[src/isa_consts.svh]
`ifndef ISA_CONSTS_SVH
`define ISA_CONSTS_SVH

// field widths
`define INSTR_W   32
`define OPCODE_W  6
`define FUNCT_W   6
`define REG_W     5
`define SHAMT_W   5
`define IMM_W     16
`define ALU_W     5
`define EXT_W     2

// primary opcodes
`define OP_RTYPE  6'b000000
`define OP_REGIMM 6'b000001 // bgez / bltz, told apart by rt
`define OP_J      6'b000010
`define OP_JAL    6'b000011
`define OP_BEQ    6'b000100
`define OP_BNE    6'b000101
`define OP_BLEZ   6'b000110
`define OP_BGTZ   6'b000111
`define OP_ADDI   6'b001000
`define OP_ADDIU  6'b001001
`define OP_SLTI   6'b001010
`define OP_SLTIU  6'b001011
`define OP_ANDI   6'b001100
`define OP_ORI    6'b001101
`define OP_XORI   6'b001110
`define OP_LUI    6'b001111
`define OP_LW     6'b100011
`define OP_SW     6'b101011

// function field under OP_RTYPE
`define FN_SLL    6'b000000
`define FN_SRL    6'b000010
`define FN_SRA    6'b000011
`define FN_SLLV   6'b000100
`define FN_SRLV   6'b000110
`define FN_SRAV   6'b000111
`define FN_JR     6'b001000
`define FN_JALR   6'b001001
`define FN_ADD    6'b100000
`define FN_ADDU   6'b100001
`define FN_SUB    6'b100010
`define FN_SUBU   6'b100011
`define FN_AND    6'b100100
`define FN_OR     6'b100101
`define FN_XOR    6'b100110
`define FN_NOR    6'b100111
`define FN_SLT    6'b101010
`define FN_SLTU   6'b101011

// ALU operation codes as the datapath ALU expects them
`define ALU_ADD   5'b00000
`define ALU_ADDU  5'b00001
`define ALU_SUB   5'b00010
`define ALU_SUBU  5'b00011
`define ALU_AND   5'b00100
`define ALU_OR    5'b00101
`define ALU_XOR   5'b00110
`define ALU_SLL   5'b01000
`define ALU_SRL   5'b01001
`define ALU_SRA   5'b01011
`define ALU_SLT   5'b01100
`define ALU_SLTU  5'b01101
`define ALU_NOR   5'b01110
`define ALU_SLLV  5'b01111
`define ALU_SRLV  5'b10000
`define ALU_SRAV  5'b10010
`define ALU_LUI   5'b11110
`define ALU_PASS  5'b11111

// immediate extension
`define EXT_ZERO  2'd0
`define EXT_SIGN  2'd1
`define EXT_UPPER 2'd2

`endif

[src/ctrlPkg.sv]
`default_nettype none

`include "isa_consts.svh"

package ctrlPkg;

    typedef enum logic [`ALU_W-1:0] {
        aluAdd  = `ALU_ADD,
        aluAddu = `ALU_ADDU,
        aluSub  = `ALU_SUB,
        aluSubu = `ALU_SUBU,
        aluAnd  = `ALU_AND,
        aluOr   = `ALU_OR,
        aluXor  = `ALU_XOR,
        aluSll  = `ALU_SLL,
        aluSrl  = `ALU_SRL,
        aluSra  = `ALU_SRA,
        aluSlt  = `ALU_SLT,
        aluSltu = `ALU_SLTU,
        aluNor  = `ALU_NOR,
        aluSllv = `ALU_SLLV,
        aluSrlv = `ALU_SRLV,
        aluSrav = `ALU_SRAV,
        aluLui  = `ALU_LUI,
        aluPass = `ALU_PASS  // zero-compare branches, register jumps
    } aluOp;

    typedef enum logic [`EXT_W-1:0] {
        extZero  = `EXT_ZERO,
        extSign  = `EXT_SIGN,
        extUpper = `EXT_UPPER
    } extMode;

    typedef struct packed {
        logic branch;
        logic jump;
        logic regDst;
        logic aluSrc;
        logic memToReg;
        logic regWr;
        logic memWr;
        logic rType;
        logic jal;
        logic rTypeJump; // jr / jalr
        logic rTypeLink; // jalr only
    } ctrlFlags;

    typedef struct packed {
        ctrlFlags flags;
        aluOp     aluCtr;
        extMode   ext;
    } ctrlWord;

endpackage

`default_nettype wire

[src/isaPkg.sv]
`default_nettype none

`include "isa_consts.svh"

package isaPkg;

    // register format view
    typedef struct packed {
        logic [`OPCODE_W-1:0] op;
        logic [`REG_W-1:0]    rs;
        logic [`REG_W-1:0]    rt;
        logic [`REG_W-1:0]    rd;
        logic [`SHAMT_W-1:0]  shamt;
        logic [`FUNCT_W-1:0]  funct;
    } rFields;

    // immediate format view
    typedef struct packed {
        logic [`OPCODE_W-1:0] op;
        logic [`REG_W-1:0]    rs;
        logic [`REG_W-1:0]    rt;
        logic [`IMM_W-1:0]    imm;
    } iFields;

    // one fetched word, read either way
    typedef union packed {
        rFields rView;
        iFields iView;
    } instrWord;

endpackage

`default_nettype wire

[src/controlUnit.sv]
`timescale 1ns/1ps
`default_nettype none

`include "isa_consts.svh"

module controlUnit (
    input  logic             clk,
    input  logic             rst,
    input  isaPkg::instrWord instr,
    output ctrlPkg::ctrlWord ctrl
);
    import ctrlPkg::*;

    ctrlWord rCtrl;
    ctrlWord iCtrl;
    ctrlWord nextCtrl;
    logic    isRType;

    rTypeDecoder rTypeDecoder_i (
        .funct (instr.rView.funct),
        .rCtrl (rCtrl)
    );

    immDecoder immDecoder_i (
        .op    (instr.iView.op),
        .iCtrl (iCtrl)
    );

    assign isRType  = (instr.rView.op == `OP_RTYPE);
    assign nextCtrl = isRType ? rCtrl : iCtrl;

    // decode-stage output latch
    always_ff @(posedge clk)
    begin
        if (rst)
        begin
            ctrl <= '0; // same as a bubble
        end
        else
        begin
            ctrl <= nextCtrl;
        end
    end

endmodule

`default_nettype wire

[src/immDecoder.sv]
`timescale 1ns/1ps
`default_nettype none

`include "isa_consts.svh"

module immDecoder (
    input  logic [`OPCODE_W-1:0] op,
    output ctrlPkg::ctrlWord     iCtrl
);
    import ctrlPkg::*;

    always_comb
    begin
        iCtrl = '0;

        case (op)
            `OP_ADDI, `OP_ADDIU, `OP_SLTI, `OP_SLTIU,
            `OP_ANDI, `OP_ORI, `OP_XORI, `OP_LUI:
            begin
                iCtrl.flags.aluSrc = 1'b1; // immediate operand
                iCtrl.flags.regWr  = 1'b1; // result to rt
                case (op)
                    `OP_ADDI:
                    begin
                        iCtrl.aluCtr = aluAdd;
                        iCtrl.ext    = extSign;
                    end
                    `OP_ADDIU:
                    begin
                        iCtrl.aluCtr = aluAddu;
                        iCtrl.ext    = extSign;
                    end
                    `OP_SLTI:
                    begin
                        iCtrl.aluCtr = aluSlt;
                        iCtrl.ext    = extSign;
                    end
                    `OP_SLTIU:
                    begin
                        iCtrl.aluCtr = aluSltu; // still sign extended
                        iCtrl.ext    = extSign;
                    end
                    `OP_ANDI:
                    begin
                        iCtrl.aluCtr = aluAnd;
                        iCtrl.ext    = extZero;
                    end
                    `OP_ORI:
                    begin
                        iCtrl.aluCtr = aluOr;
                        iCtrl.ext    = extZero;
                    end
                    `OP_XORI:
                    begin
                        iCtrl.aluCtr = aluXor;
                        iCtrl.ext    = extZero;
                    end
                    default:
                    begin
                        iCtrl.aluCtr = aluLui; // only lui is left
                        iCtrl.ext    = extUpper;
                    end
                endcase
            end

            `OP_BEQ, `OP_BNE, `OP_REGIMM, `OP_BLEZ, `OP_BGTZ:
            begin
                iCtrl.flags.branch = 1'b1;
                // two-register compares subtract, the rest test rs against zero
                if (op == `OP_BEQ || op == `OP_BNE)
                    iCtrl.aluCtr = aluSub;
                else
                    iCtrl.aluCtr = aluPass;
            end

            `OP_LW, `OP_SW:
            begin
                iCtrl.flags.aluSrc = 1'b1;
                iCtrl.aluCtr       = aluAddu; // base + offset
                iCtrl.ext          = extSign;
                if (op == `OP_LW)
                begin
                    iCtrl.flags.memToReg = 1'b1;
                    iCtrl.flags.regWr    = 1'b1;
                end
                else
                begin
                    iCtrl.flags.memWr = 1'b1;
                end
            end

            `OP_J, `OP_JAL:
            begin
                iCtrl.flags.jump = 1'b1;
                if (op == `OP_JAL)
                begin
                    iCtrl.flags.regWr = 1'b1; // link into r31
                    iCtrl.flags.jal   = 1'b1;
                end
            end

            default:
            begin
                iCtrl = '0; // includes the register-format opcode
            end
        endcase
    end

endmodule

`default_nettype wire

[src/rTypeDecoder.sv]
`timescale 1ns/1ps
`default_nettype none

`include "isa_consts.svh"

module rTypeDecoder (
    input  logic [`FUNCT_W-1:0] funct,
    output ctrlPkg::ctrlWord    rCtrl
);
    import ctrlPkg::*;

    always_comb
    begin
        rCtrl = '0;
        rCtrl.flags.regDst = 1'b1; // common to all register ops
        rCtrl.flags.regWr  = 1'b1;
        rCtrl.flags.rType  = 1'b1;

        case (funct)
            `FN_ADD:  rCtrl.aluCtr = aluAdd;
            `FN_ADDU: rCtrl.aluCtr = aluAddu;
            `FN_SUB:  rCtrl.aluCtr = aluSub;
            `FN_SUBU: rCtrl.aluCtr = aluSubu;
            `FN_AND:  rCtrl.aluCtr = aluAnd;
            `FN_OR:   rCtrl.aluCtr = aluOr;
            `FN_NOR:  rCtrl.aluCtr = aluNor;
            `FN_XOR:  rCtrl.aluCtr = aluXor;
            `FN_SLT:  rCtrl.aluCtr = aluSlt;
            `FN_SLTU: rCtrl.aluCtr = aluSltu;
            `FN_SLL:  rCtrl.aluCtr = aluSll;  // shamt shifts
            `FN_SRL:  rCtrl.aluCtr = aluSrl;
            `FN_SRA:  rCtrl.aluCtr = aluSra;
            `FN_SLLV: rCtrl.aluCtr = aluSllv; // rs shifts
            `FN_SRLV: rCtrl.aluCtr = aluSrlv;
            `FN_SRAV: rCtrl.aluCtr = aluSrav;
            `FN_JALR:
            begin
                rCtrl.aluCtr          = aluPass;
                rCtrl.flags.rTypeJump = 1'b1;
                rCtrl.flags.rTypeLink = 1'b1; // return address to rd
            end
            `FN_JR:
            begin
                rCtrl.aluCtr          = aluPass;
                rCtrl.flags.rTypeJump = 1'b1;
                rCtrl.flags.regWr     = 1'b0; // no link
            end
            default:
            begin
                rCtrl = '0; // unknown funct acts as a bubble
            end
        endcase
    end

endmodule

`default_nettype wire

[config.mk]
export PLATFORM = sky130hd
export DESIGN_NAME = controlUnit
export DESIGN_NICKNAME = d
export VERILOG_FILES = /design/src/ctrlPkg.sv /design/src/isaPkg.sv /design/src/controlUnit.sv /design/src/immDecoder.sv /design/src/rTypeDecoder.sv
export VERILOG_INCLUDE_DIRS = /design/src /design/src/src
export SDC_FILE = /design/constraint.sdc
export NUM_CORES = 1
export LEC_CHECK = 0
export BUFFER_PORTS_ARGS = -buffer_cell sky130_fd_sc_hd__buf_4
export CORE_UTILIZATION = 51
export CTS_CLUSTER_DIAMETER = 150
export DETAILED_ROUTE_END_ITERATION = 10
export GPL_TIMING_DRIVEN = 1
export MAX_ROUTING_LAYER = met4
export PLACE_DENSITY = 0.88
export SYNTH_ARGS = -nofsm -noshare
export SYNTH_HDL_FRONTEND = slang
export SYNTH_HIERARCHICAL = 1
export SYNTH_SLANG_ARGS = --single-unit
[constraint.sdc]
create_clock -name clk -period 2 [get_ports clk]
set_input_delay 0.4 -clock clk [delete_from_list [all_inputs] [get_ports clk]]
set_output_delay 0.4 -clock clk [all_outputs]
set_load 0.01 [all_outputs]
==> results.cfg, run 1 <==
[status]
outcome = finished clean

[pwr]
leakage_uw = 0.000655
ir_worst_vdd_v = 0.000194
p_per_area_nw_per_um2 = 473

[grt]
grtUsageMet1_pct = 23.9
grt_max_degree = 37
grt_use_total_pct = 17.5
use_met3_pct = 1.36
grt_pass1_vias = 1019
grt_overflow_total = 0
grt_pass1_wl_mm = 4.44
met2_usage_pct = 26.7
top_usage_layer = met2
antenna_found_initial = 0

[placed_design]
dp.cells = 232
post-place-ws_ns = 0.213
hpwlAfterDp_mm = 1.85
gp_congestion = 0.841
port-buffer-count = 31

[critical_path]
crit_slowest_cell = or4_4
startpoint_type = input pin
path_cells = buf_4 > or4_4 > nor3_2 > buf_12 > mux2i_1
path_max_fanout = 12
cp.required_ns = 2.23
cp-end-kind = flop
worstPathBufferInverterCount = 2
cp_top_family = simple AND/OR/NAND/NOR gates
worstPathArrival_ns = 1.70
crit_type = input pin to flop
critical-path-max-stage-delay_ns = 0.52

[sta]
min_period_ns = 1.47
layout_setup_ws_ns = 0.532
timing.final.hold_violations = 0
setup_violations = 0
final.period_utilization_pct = 73.4
finalMaxSlewViolations = 0
fmax_ghz = 0.681
hold_ws_ns = 0.421
setup-tns-final_ns = 0
rsz0062_at_grt = false

[clocking]
cts.hold.buffers_added = 0
cts_tree = built
cts_buffers = 3
cts.repair.resized = 0
path_clk_slew_ns = 0.12
cts_sinks = 18
cts_buffer_depth = 2
cts_setup_buffers = 0
clock-root-buffer = clkbuf_4
htree_levels = 1

[layout]
final_cell_mix = nand2b_1, buf_4, mux2i_1
drive_gt1_share_pct = 23.9
stdcell_count = 236
area_delta_synth_final_pct = 9.04
fillers = 254
layout_commonest_cell = nand2b_1
regMostFlops = ctrl
reg.largest.list = ctrl (18)
nNetsFinal = 240
diodes = 0
largest_reg_flops = 18

[die]
initial_utilization_pct = 54.8
io_pins = 52
die_h_um = 57.1
core_um2 = 2830
fp.dieArea_um2 = 3260
row_count = 19
die_width_um = 57.1

[logic_synthesis]
synth_flop_cell = dfxtp_1
syn_area_per_cell_um2 = 8.29
yosysSeqAreaShare_pct = 23.2
synth_seq_cells = 18
synth_edf_count = 0
ys_async_sr_fraction_pct = 0
yosysWarnings = 6
netlist_instances = 187
synth.distinct_cells = 46
syn-cell-area_um2 = 1550

[routing]
ant_nets = 0
via_per_inst = 5.13
drt-initial-drc-count = 40
routed_wl_mm = 2.68
num_vias = 1211
route.detailed.drc = 0
post_drt_wl_per_cell_um = 11.4
drt_first_pass_iters = 4

[hold_path]
hp-class = input pin to flop

[flow_run]
drv_cap = 0
==> cell families (layout without fill, tap and decap cells) <==
group | Yosys count | count (layout) | synth area share [%]
AND/OR/NAND/NOR | 84 | 84 | 35.6
buffers and inverters | 33 | 41 | 16.3
AO/OA/AOI/OAI | 31 | 31 | 12.1
multiplexers | 19 | 19 | 12.3
flip-flops | 18 | 18 | 23.2
other | 2 | 12 | 0.484
==> per-layer routing <==
layer  vias up  wire length [um]
li1        648                 -
met1       521              1330
met2        35              1210
met3         7               109
met4         0                41
met5         -                 0
==> cells in the mapped netlist, types with 3 or more instances <==
master / count / area, um^2
nand2b_1: 37 / 231
mux2i_1: 19 / 190
dfxtp_1: 18 / 360
buf_4: 15 / 113
nor2_1: 9 / 33.8
a21oi_1: 8 / 40.0
a31oi_1: 5 / 31.3
buf_6: 5 / 56.3
o21ai_0: 5 / 25.0
clkbuf_1: 4 / 15.0
nand2_1: 4 / 15.0
nand3_1: 4 / 20.0
nor3_1: 4 / 20.0
o21ai_1: 4 / 20.0
a211oi_1: 3 / 22.5
buf_2: 3 / 15.0
nor3b_1: 3 / 22.5
nor4_1: 3 / 18.8
==> power breakdown <==
| group | internal [uW] | switching [uW] |
|---|---|---|
| registers | 369 | 2.67 |
| clock network | 111 | 128 |
| logic | 88.3 | 99.2 |
==> layout make-up <==
cell class,count,area [um^2],area share [%]
Timing Repair Buffer,33,260,15.4
Tap cell,31,38.8,2.29
Inverter,4,20.0,1.18
Multi-Input combinational cell,146,975,57.7
Sequential cell,18,360,21.3
Clock buffer,4,36.3,2.15
==> through the flow <==
step,area [um^2],utilization [%],power [uW]
after floorplan,1590,-,537
after global placement,1650,58.5,562
after detailed placement,1650,58.5,565
after CTS,1690,59.8,798
after global routing,1690,59.8,832
final,1690,59.8,799
==> worst paths after layout <==
| kind | slack [ns] | endpoint | startpoint | depth (start not counted) |
|---|---|---|---|---|
| setup / recovery | 0.53 | ctrl[6]$_SDFF_PP0_ | instr[31] | 5 |
| hold / removal | 0.42 | ctrl[14]$_SDFF_PP0_ | instr[30] | 4 |
Power figures use the tool's default switching activity.
==> inputs of run 2 (changes only) <==
- CORE_UTILIZATION: 51 -> 46
- PLACE_DENSITY: 0.88 -> 0.84
- clock period: 2 -> 1.27 ns (I/O delays scaled with it)
==> results.cfg, run 2 (synthesis gave the netlist of run 1 again) <==
[status]
outcome = finished with violations
violations = setup timing

[layout]
nNetsFinal = 254
reg.largest.list = ctrl (18)
fillers = 263
drive_gt1_share_pct = 28.8
area_delta_synth_final_pct = 20.8
layout_commonest_cell = buf_4
regMostFlops = ctrl
final_cell_mix = buf_4, nand2b_1, mux2i_1
largest_reg_flops = 18
diodes = 0

[critical_path]
worstSetupStartpoint = instr[31]
cp.required_ns = 1.49
startpoint_type = input pin
path_cells = buf_6 > or4_4 > nor3_4 > buf_12 > buf_12 > mux2i_1
worstPathBufferInverterCount = 3
timing.critical_path.to = ctrl[10]$_SDFF_PP0_
path_max_fanout = 5
cp_top_family = simple AND/OR/NAND/NOR gates
worstPathArrival_ns = 1.51
crit_slowest_cell = or4_4
crit_type = input pin to flop
cp.depth = 6
cp_common_cell = buf_12
critical-path-max-stage-delay_ns = 0.54
cp-end-kind = flop

[routing]
route.detailed.drc = 0
num_vias = 1298
via_per_inst = 4.94
post_drt_wl_per_cell_um = 11.7
ant_nets = 0
routed_wl_mm = 3.07
drt_first_pass_iters = 4
drt-initial-drc-count = 47

[hold_path]
hp-class = input pin to flop

[sta]
setup-tns-final_ns = -0.0342
final.period_utilization_pct = 101
setup_violations = 3
fmax_ghz = 0.779
min_period_ns = 1.28
timing.final.hold_violations = 0
rsz0062_at_grt = true
layout_setup_ws_ns = -0.0140
hold_ws_ns = 0.313
finalMaxSlewViolations = 0

[grt]
antenna_found_initial = 0
grt_pass1_vias = 1102
grt_overflow_total = 0
grt_pass1_wl_mm = 4.58
grt_use_total_pct = 17.2
grt_max_degree = 37

[clocking]
cts_sinks = 18
htree_levels = 1
cts_buffers = 3
path_clk_slew_ns = 0.10
cts.hold.buffers_added = 0
cts_buffer_depth = 2
clock-root-buffer = clkbuf_4
cts_tree = built

[die]
die_width_um = 60.1
io_pins = 52
initial_utilization_pct = 49.6
core_um2 = 3130
row_count = 20
die_h_um = 60.1
fp.dieArea_um2 = 3610

[pwr]
p_seq_share_pct = 46.2
comb_power_share_pct = 26.4
switching_share_pct = 27.2
clkPwrFrac_pct = 27.4
leakage_uw = 0.000742
ir_worst_vdd_v = 0.000303
switchingPower_uw = 346
p_per_area_nw_per_um2 = 678
intPower_uw = 924

[placed_design]
hpwlAfterDp_mm = 2.01
gp_congestion = 0.800
port-buffer-count = 31
post-place-ws_ns = -0.338

[flow_run]
drv_cap = 0
-- run 2: cell count changes in the layout (fill, tap and decap cells not counted), sizes merged --
cell / change
buf: +12
clkbuf: +2
-- run 2: what timing repair did --
action	4_1_cts	5_1_grt
cloned	0	2
setup buffers	0	1
resized for setup	2	1
endpoints found under the hold margin	0	0
setup endpoints to repair	3	8
-- run 2: metal layers --
| layer | track usage [%] | part of all wire, % |
|---|---|---|
| met3 | 2.16 | 3.3 |
| met4 | 5.98 | 1.6 |
| met2 | 28.6 | 47 |
| met1 | 21.5 | 48 |
| met5 | - | 0 |
-- run 2: worst min path at each step --
| stage | start | end | slack, ns | depth (start not counted) |
|---|---|---|---|---|
| 2_1_floorplan | instr[30] | ctrl[12]$_SDFF_PP0_ | 0.43 | 3 |
| 3_3_place_gp | instr[4] | ctrl[5]$_SDFF_PP0_ | 0.62 | 4 |
| 3_5_place_dp | instr[4] | ctrl[2]$_SDFF_PP0_ | 0.63 | 4 |
| 4_1_cts | instr[4] | ctrl[2]$_SDFF_PP0_ | 0.31 | 4 |
| 5_1_grt | instr[4] | ctrl[2]$_SDFF_PP0_ | 0.32 | 4 |
| 6_report | instr[4] | ctrl[2]$_SDFF_PP0_ | 0.31 | 4 |
-- run 2: worst min-delay path: cells and delay by family --
family	cells	cell delay, ns
buffers and inverters	1	0.14
and+or+nand+nor	1	0.06
muxes	1	0.06
AOI/OAI and AO/OA	1	0.05
-- run 2: power groups by stage --
| stage | combinational (uW) | clock, uW | sequential [uW] |
|---|---|---|---|
| after global placement | 315 | 0 | 600 |
| after detailed placement | 320 | 0 | 600 |
| after floorplan | 238 | 0 | 608 |
| final | 336 | 348 | 586 |
| after global routing | 370 | 380 | 588 |
| after CTS | 323 | 353 | 587 |
-- run 2: per-stage QoR --
stage          utilization (%)  cell area [um^2]  total power (uW)  std cells
2_1_floorplan                -              1590               846        197
3_3_place_gp              56.0              1750               914        256
3_5_place_dp              56.0              1750               919        256
4_1_cts                   57.5              1800              1260        260
5_1_grt                   59.9              1870              1340        263
6_report                  59.9              1870              1270        263
-- run 2: final cells by class --
class	count	area, um^2	area share, %
inverter	4	20.0	1.07
tap	44	55.1	2.94
multi-input combinational	146	981	52.4
timing repair buffer	47	420	22.4
clock buffer	4	36.3	1.94
sequential	18	360	19.2
==> inputs of run 3 (changes only) <==
- CORE_UTILIZATION: 46 -> 40
- PLACE_DENSITY: 0.84 -> 0.75
==> results.cfg, run 3 (synthesis gave the netlist of run 1 again) <==
[critical_path]
critical-path-max-stage-delay_ns = 0.52
crit_slowest_cell = or4_4
cp-end-kind = flop
cp_top_family = simple AND/OR/NAND/NOR gates
worstPathArrival_ns = 1.45
path_cells = buf_4 > or4_4 > nor3_4 > buf_12 > mux2i_1
cp.required_ns = 1.46
worstPathBufferInverterCount = 2
path_max_fanout = 18
crit_type = input pin to flop
startpoint_type = input pin

[routing]
ant_nets = 0
route.detailed.drc = 0
drt-initial-drc-count = 54
via_per_inst = 4.68
post_drt_wl_per_cell_um = 10.8
num_vias = 1226
routed_wl_mm = 2.83
drt_first_pass_iters = 4

[hold_path]
hp-class = input pin to flop

[pwr]
leakage_uw = 0.000709
power.total_uw = 1370
p_per_area_nw_per_um2 = 756
ir_worst_vdd_v = 0.000341

[die]
die_width_um = 64.3
die_h_um = 64.3
core_um2 = 3690
io_pins = 52
fp.dieArea_um2 = 4130
initial_utilization_pct = 42.0
row_count = 22

[layout]
drive_gt1_share_pct = 27.6
multi_input_area_um2 = 987
reg.largest.list = ctrl (18)
utilization_pct = 49.2
area_delta_synth_final_pct = 17.0
fillers = 369
register_area_um2 = 360
nNetsFinal = 249
diodes = 0
regMostFlops = ctrl
final_cell_mix = buf_4, nand2b_1, mux2i_1
layout_commonest_cell = buf_4
largest_reg_flops = 18

[grt]
antenna_found_initial = 0
grt_use_total_pct = 15.3
grt_overflow_total = 0
grt_max_degree = 37
grt_pass1_wl_mm = 4.83
grt_pass1_vias = 1097

[sta]
final.period_utilization_pct = 99.6
fmax_ghz = 0.790
timing.final.hold_violations = 0
finalMaxSlewViolations = 0
layout_setup_ws_ns = 0.00477
rsz0062_at_grt = true
min_period_ns = 1.27
setup_violations = 0

[clocking]
htree_levels = 1
cts_buffers = 3
path_clk_slew_ns = 0.06
cts_sinks = 18
clock-root-buffer = clkbuf_8
cts_setup_buffers = 0
cts_tree = built
cts_buffer_depth = 2

[placed_design]
port-buffer-count = 31
post-place-ws_ns = -0.307
gp_congestion = 0.867
hpwlAfterDp_mm = 2.00

[flow_run]
drv_cap = 0

[status]
outcome = finished clean
run 3: repair_timing:
item,CTS,global route
gates resized for setup,2,1
pin swaps,0,0
endpoints found under the setup margin,10,10
hold buffers,0,0
run 3: power breakdown:
part | internal, uW | switching (uW)
clock network | 276 | 184
logic | 160 | 166
registers | 582 | 4.32
run 3: worst paths after layout:
path	start	to	slack, ns	depth (start not counted)
max	instr[30]	ctrl[8]$_SDFF_PP0_	0.005	5
min	instr[4]	ctrl[2]$_SDFF_PP0_	0.36	4
run 3: metrics by stage:
step / hold WS [ns] / cells / cell area [um^2] / setup TNS (ns)
after CTS: 0.358 / 262 / 1810 / 0
after global placement: 0.628 / 258 / 1740 / -4.48
after detailed placement: 0.632 / 258 / 1740 / -4.77
after global routing: 0.398 / 262 / 1810 / -0.395
after floorplan: 0.433 / 197 / 1590 / -1.61
final: 0.357 / 262 / 1810 / 0
run 3: routing by layer:
metal,wire [um],track usage (%)
met4,46,8.33
met3,89,1.43
met5,0,-
met1,1360,18.7
met2,1330,24.6
run 3: area by class of cell:
type                            instances  area share, %
Clock buffer                            4           3.03
Inverter                                4           1.10
Timing Repair Buffer                   42           18.3
Sequential cell                        18           19.9
Tap cell                               48           3.31
Multi-Input combinational cell        146           54.4
